`config.mk`:
```
export PLATFORM = sky130hd
export DESIGN_NAME = branch_unit
export DESIGN_NICKNAME = d
export VERILOG_FILES = /design/src/branch_ctrl_pkg.sv /design/src/branch_types_pkg.sv /design/src/branch_queue.sv /design/src/branch_unit.sv /design/src/compare_queue.sv /design/src/return_stack.sv /design/src/spec_ctrl.sv
export VERILOG_INCLUDE_DIRS = /design/src /design/src/src
export SDC_FILE = /design/constraint.sdc
export NUM_CORES = 1
export LEC_CHECK = 0
export BUFFER_PORTS_ARGS = -buffer_cell sky130_fd_sc_hd__clkbuf_2
export CAP_MARGIN = 20
export CORE_ASPECT_RATIO = 0.75
export CORE_MARGIN = 5
export CORE_UTILIZATION = 55
export DETAILED_ROUTE_END_ITERATION = 7
export GPL_TIMING_DRIVEN = 0
export HOLD_SLACK_MARGIN = 0.06
export PLACE_DENSITY_LB_ADDON = 0.15
export SLEW_MARGIN = 15
export SYNTH_ARGS = -nofsm -noshare
export SYNTH_HDL_FRONTEND = slang
export SYNTH_HIERARCHICAL = 1
export SYNTH_SLANG_ARGS = --single-unit
```
`constraint.sdc`:
```
create_clock -name clk -period 5.95 [get_ports clk]
set_input_delay 0.595 -clock clk [delete_from_list [all_inputs] [get_ports clk]]
set_output_delay 0.595 -clock clk [all_outputs]
set_load 0.005 [all_outputs]
```
`src/branch_params.svh`:
```
`ifndef BRANCH_PARAMS_SVH
`define BRANCH_PARAMS_SVH

// queue sizing
`define BR_DEPTH 4
`define BR_CNT_W 3  // occupancy, 0 to BR_DEPTH
`define BR_AGE_W 2  // position inside a queue

// datapath widths
`define DATA_W 32
`define TAG_W 4     // rename and reorder tags
`define ADDR_W 16
`define IMM_W 16

// return stack, 8 entries
`define RAS_W 3

`endif

```
`src/branch_ctrl_pkg.sv`:
```
package branch_ctrl_pkg;

	// two-bit saturating counter, bit 1 is the taken guess
	typedef logic [1:0] pred_t;

	typedef enum logic [1:0] {
		SPEC_IDLE,
		SPEC_ACTIVE,
		SPEC_RECOVER
	} spec_state_t;

endpackage

```
`src/branch_types_pkg.sv`:
```
`include "branch_params.svh"

package branch_types_pkg;

	typedef logic [`DATA_W-1:0] data_t;
	typedef logic [`TAG_W-1:0] tag_t;
	typedef logic [`ADDR_W-1:0] addr_t;
	typedef logic [`RAS_W-1:0] sp_t;

	// compare kinds, code 2'd1 is unused
	typedef enum logic [1:0] {
		CMP_FZ = 2'd0,  // float exponent zero test
		CMP_E  = 2'd2,
		CMP_LE = 2'd3   // signed
	} cmp_kind_t;

endpackage

```
`src/branch_queue.sv`:
```
`timescale 1ns/1ps
`include "branch_params.svh"

module branch_queue (
	input logic clk,
	input logic reset,
	input logic flush,
	input logic issue_valid,
	output logic issue_ready,
	input branch_ctrl_pkg::pred_t pred,
	input branch_types_pkg::addr_t fail_addr,
	input branch_types_pkg::tag_t rob_tag,
	input branch_types_pkg::sp_t stack_ptr,
	input logic resolve,
	input logic outcome,
	input logic [`BR_AGE_W-1:0] resolve_age,
	input branch_types_pkg::tag_t commit_tag,
	output logic commit,
	output logic failure,
	output branch_types_pkg::addr_t redirect_addr,
	output branch_types_pkg::sp_t restore_ptr,
	output logic count_nonzero
);
	import branch_types_pkg::*;
	import branch_ctrl_pkg::*;

	localparam int DEPTH = `BR_DEPTH;

	logic [`BR_CNT_W-1:0] cnt_q;
	logic accept;
	logic [`BR_AGE_W-1:0] mark_idx;
	logic [DEPTH-1:0] mark;

	pred_t pred_q [DEPTH];
	addr_t addr_q [DEPTH];
	tag_t rtag_q [DEPTH];
	sp_t sp_q [DEPTH];
	logic [DEPTH-1:0] res_q;
	logic [DEPTH-1:0] fail_q;
	sp_t restore_q;  // pointer saved by the last committed branch

	pred_t pred_v [DEPTH+1];
	addr_t addr_v [DEPTH+1];
	tag_t rtag_v [DEPTH+1];
	sp_t sp_v [DEPTH+1];
	logic [DEPTH:0] res_v;
	logic [DEPTH:0] fail_v;

	assign commit = !flush && cnt_q != 0 && res_q[0] && rtag_q[0] == commit_tag;
	assign issue_ready = !flush && (cnt_q < DEPTH || commit);
	assign accept = issue_valid && issue_ready;

	assign failure = fail_q[0];
	assign redirect_addr = addr_q[0];
	assign restore_ptr = restore_q;
	assign count_nonzero = cnt_q != 0;

	always_comb begin
		for (int i = 0; i < DEPTH; i++) begin
			if (i < int'(cnt_q)) begin
				pred_v[i] = pred_q[i];
				addr_v[i] = addr_q[i];
				rtag_v[i] = rtag_q[i];
				sp_v[i] = sp_q[i];
				res_v[i] = res_q[i];
				fail_v[i] = fail_q[i];
			end else begin
				pred_v[i] = pred;
				addr_v[i] = fail_addr;
				rtag_v[i] = rob_tag;
				sp_v[i] = stack_ptr;
				res_v[i] = 1'b0;
				fail_v[i] = 1'b0;
			end
		end
		pred_v[DEPTH] = pred;
		addr_v[DEPTH] = fail_addr;
		rtag_v[DEPTH] = rob_tag;
		sp_v[DEPTH] = stack_ptr;
		res_v[DEPTH] = 1'b0;
		fail_v[DEPTH] = 1'b0;
	end

	// resolved record moves down one slot if the head commits
	assign mark_idx = resolve_age - commit;

	always_comb begin
		for (int i = 0; i < DEPTH; i++) begin
			mark[i] = resolve && int'(mark_idx) == i;
		end
	end

	always_ff @(posedge clk) begin
		if (reset || flush) begin
			cnt_q <= '0;
		end else begin
			cnt_q <= cnt_q - commit + accept;
		end
	end

	always_ff @(posedge clk) begin
		for (int i = 0; i < DEPTH; i++) begin
			pred_q[i] <= pred_v[i + commit];
			addr_q[i] <= addr_v[i + commit];
			rtag_q[i] <= rtag_v[i + commit];
			sp_q[i] <= sp_v[i + commit];
			res_q[i] <= res_v[i + commit] | mark[i];
			fail_q[i] <= fail_v[i + commit] | (mark[i] && outcome != pred_v[i + commit][1]);
		end
		if (commit)
			restore_q <= sp_q[0];
	end

	// a record needs an edge to resolve before it can leave
	assert property (@(posedge clk) disable iff (reset) commit |-> $past(cnt_q) != 0);

endmodule

```
`src/branch_unit.sv`:
```
`timescale 1ns/1ps
`include "branch_params.svh"

module branch_unit (
	input logic clk,
	input logic reset,
	input logic issue_valid,
	output logic issue_ready,
	input branch_types_pkg::cmp_kind_t issue_kind,
	input branch_types_pkg::data_t opd0,
	input branch_types_pkg::data_t opd1,
	input logic opd0_valid,
	input logic opd1_valid,
	input branch_types_pkg::tag_t opd0_tag,
	input branch_types_pkg::tag_t opd1_tag,
	input logic use_imm,
	input logic [`IMM_W-1:0] imm,
	input branch_ctrl_pkg::pred_t pred,
	input branch_types_pkg::addr_t fail_addr,
	input branch_types_pkg::tag_t rob_tag,
	input logic cdb_valid,
	input branch_types_pkg::tag_t cdb_tag,
	input branch_types_pkg::data_t cdb_data,
	input branch_types_pkg::tag_t commit_tag,
	input logic push,
	input logic pop,
	input branch_types_pkg::addr_t pc,
	output logic commit,
	output logic failure,
	output branch_types_pkg::addr_t redirect_addr,
	output logic flush,
	output logic speculating,
	output branch_types_pkg::addr_t return_addr
);
	import branch_types_pkg::*;

	logic resolve;
	logic outcome;
	logic [`BR_AGE_W-1:0] resolve_age;
	logic count_nonzero;
	sp_t stack_ptr;
	sp_t restore_ptr;

	compare_queue cmp_q_i (
		.clk(clk), .reset(reset), .flush(flush),
		.enq(issue_valid && issue_ready), .kind(issue_kind),
		.opd0(opd0), .opd1(opd1), .opd0_valid(opd0_valid), .opd1_valid(opd1_valid),
		.opd0_tag(opd0_tag), .opd1_tag(opd1_tag), .use_imm(use_imm), .imm(imm),
		.cdb_valid(cdb_valid), .cdb_tag(cdb_tag), .cdb_data(cdb_data),
		.deq_commit(commit), .resolve(resolve), .outcome(outcome),
		.resolve_age(resolve_age)
	);

	branch_queue br_q_i (
		.clk(clk), .reset(reset), .flush(flush),
		.issue_valid(issue_valid), .issue_ready(issue_ready),
		.pred(pred), .fail_addr(fail_addr), .rob_tag(rob_tag), .stack_ptr(stack_ptr),
		.resolve(resolve), .outcome(outcome), .resolve_age(resolve_age),
		.commit_tag(commit_tag), .commit(commit), .failure(failure),
		.redirect_addr(redirect_addr), .restore_ptr(restore_ptr),
		.count_nonzero(count_nonzero)
	);

	return_stack ras_i (
		.clk(clk), .reset(reset), .flush(flush), .push(push), .pop(pop), .pc(pc),
		.restore_ptr(restore_ptr), .stack_ptr(stack_ptr), .return_addr(return_addr)
	);

	spec_ctrl spec_i (
		.clk(clk), .reset(reset), .count_nonzero(count_nonzero), .commit(commit),
		.failure(failure), .flush(flush), .speculating(speculating)
	);

endmodule

```
`src/compare_queue.sv`:
```
`timescale 1ns/1ps
`include "branch_params.svh"

module compare_queue (
	input logic clk,
	input logic reset,
	input logic flush,
	input logic enq,
	input branch_types_pkg::cmp_kind_t kind,
	input branch_types_pkg::data_t opd0,
	input branch_types_pkg::data_t opd1,
	input logic opd0_valid,
	input logic opd1_valid,
	input branch_types_pkg::tag_t opd0_tag,
	input branch_types_pkg::tag_t opd1_tag,
	input logic use_imm,
	input logic [`IMM_W-1:0] imm,
	input logic cdb_valid,
	input branch_types_pkg::tag_t cdb_tag,
	input branch_types_pkg::data_t cdb_data,
	input logic deq_commit,
	output logic resolve,
	output logic outcome,
	output logic [`BR_AGE_W-1:0] resolve_age
);
	import branch_types_pkg::*;

	localparam int DEPTH = `BR_DEPTH;

	logic [`BR_CNT_W-1:0] cnt_q;   // compares still pending
	logic [`BR_CNT_W-1:0] done_q;  // resolved, branch not yet committed

	cmp_kind_t kind_q [DEPTH];
	data_t [1:0] opd_q [DEPTH];
	tag_t [1:0] tag_q [DEPTH];
	logic [1:0] vld_q [DEPTH];

	// queue as seen at the edge, last slot is the incoming compare
	cmp_kind_t kind_v [DEPTH+1];
	data_t [1:0] opd_v [DEPTH+1];
	tag_t [1:0] tag_v [DEPTH+1];
	logic [1:0] vld_v [DEPTH+1];

	data_t imm_ext;
	logic imm_opd;
	data_t [1:0] new_opd;
	tag_t [1:0] new_tag;
	logic [1:0] new_vld;

	assign imm_ext = {{(`DATA_W - `IMM_W){imm[`IMM_W-1]}}, imm};
	assign imm_opd = use_imm && kind != CMP_FZ;

	// a broadcast in the issue cycle is caught as well
	assign new_tag = {opd1_tag, opd0_tag};
	assign new_vld[0] = opd0_valid | (cdb_valid && cdb_tag == opd0_tag);
	assign new_vld[1] = imm_opd | opd1_valid | (cdb_valid && cdb_tag == opd1_tag);
	assign new_opd[0] = opd0_valid ? opd0 : cdb_data;
	assign new_opd[1] = imm_opd ? imm_ext : opd1_valid ? opd1 : cdb_data;

	always_comb begin
		for (int i = 0; i < DEPTH; i++) begin
			if (i < int'(cnt_q)) begin
				kind_v[i] = kind_q[i];
				tag_v[i] = tag_q[i];
				for (int j = 0; j < 2; j++) begin
					vld_v[i][j] = vld_q[i][j] | (cdb_valid && cdb_tag == tag_q[i][j]);
					opd_v[i][j] = vld_q[i][j] ? opd_q[i][j] : cdb_data;
				end
			end else begin
				kind_v[i] = kind;
				tag_v[i] = new_tag;
				vld_v[i] = new_vld;
				opd_v[i] = new_opd;
			end
		end
		kind_v[DEPTH] = kind;
		tag_v[DEPTH] = new_tag;
		vld_v[DEPTH] = new_vld;
		opd_v[DEPTH] = new_opd;
	end

	// only the head may resolve, so results leave in issue order
	assign resolve = cnt_q != 0 && vld_q[0][0] && (kind_q[0] == CMP_FZ || vld_q[0][1]);
	assign resolve_age = done_q[`BR_AGE_W-1:0];

	always_comb begin
		case (kind_q[0])
			CMP_E: outcome = opd_q[0][0] == opd_q[0][1];
			CMP_LE: outcome = $signed(opd_q[0][0]) <= $signed(opd_q[0][1]);
			default: outcome = opd_q[0][0][30:23] == '0;
		endcase
	end

	always_ff @(posedge clk) begin
		if (reset || flush) begin
			cnt_q <= '0;
			done_q <= '0;
		end else begin
			cnt_q <= cnt_q - resolve + enq;
			done_q <= done_q + resolve - deq_commit;
		end
	end

	always_ff @(posedge clk) begin
		for (int i = 0; i < DEPTH; i++) begin
			kind_q[i] <= kind_v[i + resolve];  // shift by one on resolve
			opd_q[i] <= opd_v[i + resolve];
			tag_q[i] <= tag_v[i + resolve];
			vld_q[i] <= vld_v[i + resolve];
		end
	end

	// the branch queue accept rule keeps a slot free here
	assert property (@(posedge clk) disable iff (reset) enq |-> cnt_q < DEPTH);

endmodule

```
`src/return_stack.sv`:
```
`timescale 1ns/1ps
`include "branch_params.svh"

module return_stack (
	input logic clk,
	input logic reset,
	input logic flush,
	input logic push,
	input logic pop,
	input branch_types_pkg::addr_t pc,
	input branch_types_pkg::sp_t restore_ptr,
	output branch_types_pkg::sp_t stack_ptr,
	output branch_types_pkg::addr_t return_addr
);
	import branch_types_pkg::*;

	localparam int ENTRIES = 2 ** `RAS_W;

	addr_t mem [ENTRIES];
	sp_t sp_next;
	logic wr;

	assign wr = push && !flush;

	// stack_ptr points at the current top
	always_comb begin
		if (flush)
			sp_next = restore_ptr;
		else if (push)
			sp_next = stack_ptr + 1'b1;
		else if (pop)
			sp_next = stack_ptr - 1'b1;
		else
			sp_next = stack_ptr;
	end

	always_ff @(posedge clk) begin
		if (wr)
			mem[sp_next] <= pc;
	end

	always_ff @(posedge clk) begin
		if (reset) begin
			stack_ptr <= '1;
			return_addr <= '0;
		end else begin
			stack_ptr <= sp_next;
			return_addr <= wr ? pc : mem[sp_next];  // new top, bypassing the write
		end
	end

endmodule

```
`src/spec_ctrl.sv`:
```
`timescale 1ns/1ps

module spec_ctrl (
	input logic clk,
	input logic reset,
	input logic count_nonzero,
	input logic commit,
	input logic failure,
	output logic flush,
	output logic speculating
);
	import branch_ctrl_pkg::*;

	spec_state_t state;
	spec_state_t state_next;

	always_comb begin
		case (state)
			SPEC_IDLE, SPEC_ACTIVE: begin
				if (commit && failure)
					state_next = SPEC_RECOVER;
				else if (count_nonzero)
					state_next = SPEC_ACTIVE;
				else
					state_next = SPEC_IDLE;
			end
			default: state_next = SPEC_IDLE;  // recovery is a single cycle
		endcase
	end

	always_ff @(posedge clk) begin
		if (reset)
			state <= SPEC_IDLE;
		else
			state <= state_next;
	end

	assign flush = state == SPEC_RECOVER;
	assign speculating = state == SPEC_ACTIVE;

	// a failed commit during recovery would be dropped
	assert property (@(posedge clk) disable iff (reset) flush |-> !commit);

endmodule
```
==> results of run 1 <==
kinds of logic (layout without fill, tap and decap cells):
kind of cell,count (synthesis),in the layout,synth area share (%)
buffers and inverters,353,646,5.81
other,0,4,0
DFF,568,568,44.8
muxes,477,477,17.2
adders and majority gates,47,47,2.09
AOI/OAI and AO/OA,760,760,15.8
and+or+nand+nor,861,861,12.5
xor gates and xnor gates,56,56,1.70
critical path, stage by stage, from the launching register on:
cell and delay [ns]:
dfxtp_1 0.30, clkbuf_1 0.33, inv_2 0.36, buf_1 0.75, ha_1 0.51, buf_2 0.37
clkbuf_1 0.59, clkbuf_1 0.66, nand2_1 0.10, o21ai_0 0.16, nand2_1 0.09, o21ai_0 0.08
stage by stage:
| stage | cells | cell area, sq um | power (uW) | utilization (%) | setup slack [ns] |
|---|---|---|---|---|---|
| 6_report | 4122 | 32700 | 18900 | 63.2 | 1.55 |
| 5_1_grt | 4122 | 32700 | 19900 | 63.2 | 1.62 |
| 4_1_cts | 4116 | 32700 | 18600 | 63.2 | 1.78 |
| 3_5_place_dp | 4011 | 30700 | 14800 | 59.4 | 1.81 |
| 3_3_place_gp | 3997 | 30500 | 14400 | 59.0 | 0.461 |
| 2_1_floorplan | 3122 | 28800 | 12100 | - | 2.43 |
cell usage after synthesis (17+ instances only):
library cell,count,area share (%)
dfxtp_1,415,29
a211o_1,18,0.55
a21o_1,19,0.50
buf_2,76,1.3
xor2_1,36,1.1
ha_1,45,2.0
buf_6,21,0.82
o21ai_0,355,6.2
nor2_1,225,2.9
a21oi_1,144,2.5
nor3_1,41,0.71
nand3_1,54,0.94
a31oi_1,43,0.93
nand4_1,38,0.83
o21bai_1,17,0.44
edfxtp_1,153,16
mux2_2,146,5.7
nand2_1,460,6.0
inv_1,72,0.94
xnor2_1,20,0.61
clkbuf_1,151,2.0
mux2i_1,331,12
o22ai_1,66,1.4
where the power goes:
part / internal [uW] / total, uW / switching (uW)
clock network: 2260 / 3830 / 1560
registers: 5560 / 6190 / 628
logic: 3210 / 8910 / 5700
state kept, by name, indices dropped and copies added, names as in the netlist, named ones only:
name and flops:
cmp_q_i/kind_q 8, cmp_q_i/vld_q 8, cmp_q_i/opd_q 256, ras_i/return_addr 16, br_q_i/rtag_q 12, br_q_i/restore_ptr 3
ras_i/stack_ptr 3, br_q_i/cnt_q 3, cmp_q_i/cnt_q 3, ras_i/mem 128, br_q_i/res_q 4, br_q_i/sp_q 9
cmp_q_i/done_q 2, br_q_i/addr_q 49, br_q_i/fail_q 4, br_q_i/pred_q 4, spec_i/state 2, cmp_q_i/tag_q 32
layer usage:
metal  vias up  global-route usage [%]
li1      11586                       -
met1     12241                    46.0
met2      1527                    46.4
met3       229                    7.60
met4         2                    10.1
met5         -                       0
area by class of cell:
cell class | count | area [sq um]
Antenna cell | 4 | 10.0
Buffer | 276 | 1380
Clock buffer | 81 | 1610
Clock inverter | 24 | 363
Fill cell | 4399 | 19000
Inverter | 77 | 297
Multi-Input combinational cell | 2201 | 14200
Sequential cell | 568 | 12900
Tap cell | 703 | 880
Timing Repair Buffer | 188 | 1010
worst max-delay path by stage:
stage                      from                   end  slack, ns  cells past startpoint
2_1_floorplan   spec_i/state[1]       ras_i/mem[5][0]       2.43                      7
3_3_place_gp    spec_i/state[1]       ras_i/mem[7][7]       0.46                      7
3_5_place_dp    spec_i/state[1]       ras_i/mem[7][6]       1.81                      8
4_1_cts         spec_i/state[1]       ras_i/mem[7][6]       1.78                      8
5_1_grt        cmp_q_i/cnt_q[2]  cmp_q_i/opd_q[0][29]       1.62                     11
6_report       cmp_q_i/cnt_q[2]  cmp_q_i/opd_q[1][30]       1.55                     11
==> metrics.md, run 1 <==
| Metric | Value |
|---|---|
| Share of cells above drive strength 1 | between 15 and 20% |
| Status | finished clean |
| CTS Root Cell | clkbuf_16 |
| Vias in the first global route | between 20k and 25k |
| Num rows | 72 |
| Met3 wire len | approximately 11 mm |
| Syn. warnings | 6 |
| DRT iter0 DRCs | between 3k and 4k |
| Clock Latency Late Sink | ~0.62 ns |
| Syn Area/Cell | about 9.2 sq um |
| Fin. Hold Viols | 0 |
| Leading cell types in the layout, fill and taps excluded | nand2_1, dfxtp_1, o21ai_0 |
| Cell variety after synth | 70 |
| Max_slew headroom | 28.2% |
| Final setup fails | 0 |
| HP Class | primary input to register |
| Worst-margin pin slew | 1.08 ns |
| Average wire per standard cell | 22.9 um |
| Global-route wire length before repair | approximately 140 mm |
| Post-detail-place hpwl | 68.5 mm |
| Hold depth | 2 |
| Wl on met1 | 40.1 mm |
| Min Tclk post-route | 4.40 ns |
| Clock transition at path regs | about 0.070 ns |
| Post-CTS sizing | 0 |
| Hold path endpoint | br_q_i/addr_q[3][10] |
| Fmax | around 0.23 GHz |
| Drt first pass iters | 6 |
| R2R setup slack | about 1.6 ns |
| Crit path kind | register to register |
| Required time of the critical path | 6.49 ns |
| Crit Path Max Fanout | 11 |
| Clk sinks | between 500 and 600 |
| CTS Buf Count | 56 |
| Final period util | approximately three quarters |
| Worst Hold Slack | about 0.25 ns |
| #FFs+latches synth | approximately 570 |
| Congestion Overflow GR | 0 |
| Ports | around 210 |
| Max-slew violation count | 0 |
| Startpoint types | register |
| Antenna violations before repair | 7 |
| Largest net degree at the start of global routing | 24 |
| Setup bufs post-CTS | 0 |
| FF-to-FF Start | cmp_q_i/cnt_q[2] |
| Area growth, synth to finish | 13.6% |
| Synthesized Nets | approximately 3.3k |
| Netlist Area Pre-Place | between 20000 and 30000 sq um |
| CTS Buffer Depth | 3 |
| Pleak | approximately 0.014 uW |
| Main flop type after synthesis | dfxtp_1 |
| Starting density of the core | 55.7% |
| Worst Setup End Kind | register |
| Number of remaining DRC errors | 0 |
| Port bufs | around 170 |
| Async SR Flop Fraction | 0% |
| Die ar. | between 50000 and 60000 sq um |
| RSZ-0062 raised after global routing | no |
| Max-Cap Viols | 0 |
| Final Net Count | 3592 |
| CTS tree | built |
| Synthesized instance count | between 3k and 4k |
| H-tree Lvls | 2 |
| Setup TNS | 0 ns |
| Die width | approximately 270 um |
| EDFF count, synth | 153 |
| Total track usage | approximately a third |
| Worst Path Arrival | between 4 and 5 ns |
| Reg2reg path depth | 11 |
| Maximum VDD drop | approximately 0.00032 V |
| Via Count | between 20k and 30k |
| Register area share after synthesis | roughly 45% |
| Vias per cell | 6.21 |
| Core Area | a little over 50000 sq um |
| Hold_sp | fail_addr[10] |
| Reg2Reg Capture Point | cmp_q_i/opd_q[1][30] |
| Pwr Density | ~580 nW/um^2 |
| Post-route ant nets | 0 |
| RePlAce Congestion | between 0.9 and 1 |
| Top sig layer | met5 |
| Worst Skew | 0.0216 ns |
| Chip height | ~210 um |
| Cts hold-fix bufs | 0 |
| Drt total wl | 94.2 mm |
| Most common cell after layout, fill and taps aside | nand2_1 |
| Wire length on met2 | about 40 mm |
Power figures use the tool's default switching activity.
==> run 2: changes to the inputs <==
==> constraint.sdc (replaced) <==
create_clock -name clk -period 4 [get_ports clk]
set_input_delay 0.4 -clock clk [delete_from_list [all_inputs] [get_ports clk]]
set_output_delay 0.4 -clock clk [all_outputs]
set_load 0.005 [all_outputs]
==> run 2 against run 1 <==
- clock skew fell by 0.0024 ns
- final area increased by 0.64%
- sequential share of layout area fell by 0.25 points
- final cell count up 0.49%
- global-route usage up 0.11 points
- largest cell class unchanged
==> metrics.md, run 2 (synthesis results as in run 1) <==
| Metric | Value |
|---|---|
| WP buf/inv | 4 (-2) |
| Most common cell after layout, fill and taps aside | nand2_1 |
| RePlAce Congestion | 0.996 (unchanged) |
| Wl on met1 | 40.1 mm (-0.12%) |
| Setup bufs post-CTS | 0 (unchanged) |
| Fin. Hold Viols | 0 (unchanged) |
| Critical path's top delay family | buffers and inverters |
| Biggest register | cmp_q_i/opd_q |
| Vias per cell | 6.21 (about the same) |
| Worst path cell trace | clkbuf_1 -> inv_2 -> ha_1 -> a21oi_1 -> buf_2 -> buf_2 -> o21ai_0 -> o21ai_0 |
| Clock transition at path regs | 0.07 ns (about the same) |
| Area growth, synth to finish | 14.3% |
| Congestion Overflow GR | 0 (unchanged) |
| Pleak | 0.0142 uW (+0.62%) |
| CTS Buffer Depth | 3 (unchanged) |
| DRT iter0 DRCs | 3227 (+0.72%) |
| Fin area | 32900 sq um (+0.64%) |
| Psw | 11800 uW (+49%) |
| Max reg flops | 256 (unchanged) |
| Die width | 274 um (unchanged) |
| Final setup fails | 0 (unchanged) |
| Post-detail-place hpwl | 68.5 mm (unchanged) |
| Max_slew headroom | 29.1% (+0.95 points) |
| Share of cells above drive strength 1 | 17.3% (about the same) |
| Top sig layer | met5 |
| H-tree Lvls | 2 (unchanged) |
| Max-slew violation count | 0 (unchanged) |
| Leading cell types in the layout, fill and taps excluded | nand2_1, dfxtp_1, o21ai_0 |
| Post-route ant nets | 0 (unchanged) |
| Worst-margin pin slew | 1.06 ns (-0.0143 ns) |
| Drt total wl | 94.6 mm (+0.44%) |
| Starting density of the core | 55.7% (unchanged) |
| Met3 wire len | 11.3 mm (+2.5%) |
| HP Class | primary input to register |
| Antenna violations before repair | 8 (+1) |
| Fmax | 0.251 GHz (+10%) |
| Clock power share | 20.2% (about the same) |
| Worst Path Arrival | 4.51 ns (-0.43 ns) |
| Worst Skew | 0.0192 ns (-0.00244 ns) |
| Final Net Count | 3611 (+0.53%) |
| Pint | 16400 uW (+49%) |
| Top Registers | cmp_q_i/opd_q (256), ras_i/mem (128), br_q_i/addr_q (49) |
| Clock Latency Late Sink | 0.63 ns (about the same) |
| Vias in the first global route | 24.6k (+0.57%) |
| Total track usage | 31.7% (+0.11 points) |
| Average wire per standard cell | 22.8 um (about the same) |
| Final period util | 99.6% (+26 points) |
| CTS tree | built |
| CTS Buf Count | 56 (unchanged) |
| Die ar. | 57100 sq um (unchanged) |
| Tot Pwr | 28200 uW (+49%) |
| Min Tclk post-route | 3.98 ns (-0.413 ns) |
| Crit-path max cell delay | 0.75 ns (about the same) |
| Worst Setup End Kind | register |
| Required time of the critical path | 4.52 ns (-1.97 ns) |
| Status | finished clean |
| Maximum VDD drop | 0.000478 V (+51%) |
| Num rows | 72 (unchanged) |
| Wire length on met2 | 40.1 mm (+0.34%) |
| Max-Cap Viols | 0 (unchanged) |
| Pwr Density | 856 nW/um^2 (+48%) |
| Logic gate share of total power | 47.1% (about the same) |
| Sw Ratio | 41.7% (about the same) |
| CTS Root Cell | clkbuf_16 |
| Largest net degree at the start of global routing | 24 (unchanged) |
| Core Area | 51700 sq um (unchanged) |
| Sequential Power Share | 32.7% (about the same) |
| Slowest CP cell | a21oi_1 |
| Via Count | 25.7k (+0.47%) |
| Global-route wire length before repair | 143 mm (+0.44%) |
| Number of remaining DRC errors | 0 (unchanged) |
| Startpoint types | register |
| Port bufs | 172 (unchanged) |
| Clk sinks | 568 (unchanged) |
| Chip height | 208 um (unchanged) |
| Crit Path Max Fanout | 19 (+8) |
| Ports | 214 (unchanged) |
| Placed cell area | 30700 sq um (unchanged) |
| Crit path kind | register to register |
| Drt first pass iters | 6 (unchanged) |
-- run 2: metal layers --
layer  vias to the layer above  GRT usage [%]
li1                      11631              -
met1                     12269           46.1
met2                      1569           46.5
met3                       235           7.77
met4                         2           10.2
met5                         -              0
-- run 2: power by group through the flow --
stage               sequential [uW]  combinational (uW)  clock, uW
detailed placement             9290               12700          0
finish                         9200               13300       5690
global placement               9180               12300          0
floorplan                      9000                9050          0
CTS                            9180               12800       5750
global route                   9370               14300       5980
-- run 2: timing repair --
item                                   CTS  global route
endpoints found under the hold margin   51             0
hold buffers                            21             0
setup endpoints to repair              140            38
resized for setup                        1             5
gates cloned                             0             0
-- run 2: final cells by class --
type                    count  area (sq um)
inverters                  77           297
diodes                      5          12.5
multi-input cells        2201         14300
flip-flops and latches    568         12900
clock inverters            24           363
repair buffers            208          1220
well taps                 703           880
clock buffers              81          1610
plain buffers             275          1380
fillers                  4369         18800
-- run 2: per-stage QoR --
step | hold slack (ns) | std cells | TNS [ns] | utilization [%] | setup slack (ns)
after floorplan | 0.400 | 3122 | 0 | - | 0.477
after global placement | 0.401 | 3997 | -123.92 | 59.0 | -1.49
after detailed placement | 0.407 | 4011 | -4.76 | 59.4 | -0.141
after CTS | 0.0627 | 4136 | 0 | 63.6 | 0.0747
after global routing | 0.0779 | 4142 | -0.00285 | 63.6 | -0.00249
final | 0.0844 | 4142 | 0 | 63.6 | 0.0159
-- run 2: final timing paths --
path                    startpoint                    end  slack, ns  cells past startpoint
setup / recovery  cmp_q_i/cnt_q[2]   cmp_q_i/opd_q[2][62]       0.02                      8
hold / removal               pc[0]        ras_i/mem[2][0]       0.08                      1
setup reg to reg  cmp_q_i/cnt_q[2]   cmp_q_i/opd_q[2][62]       0.02                      8
hold reg to reg           register  br_q_i/restore_ptr[1]       0.42                      0
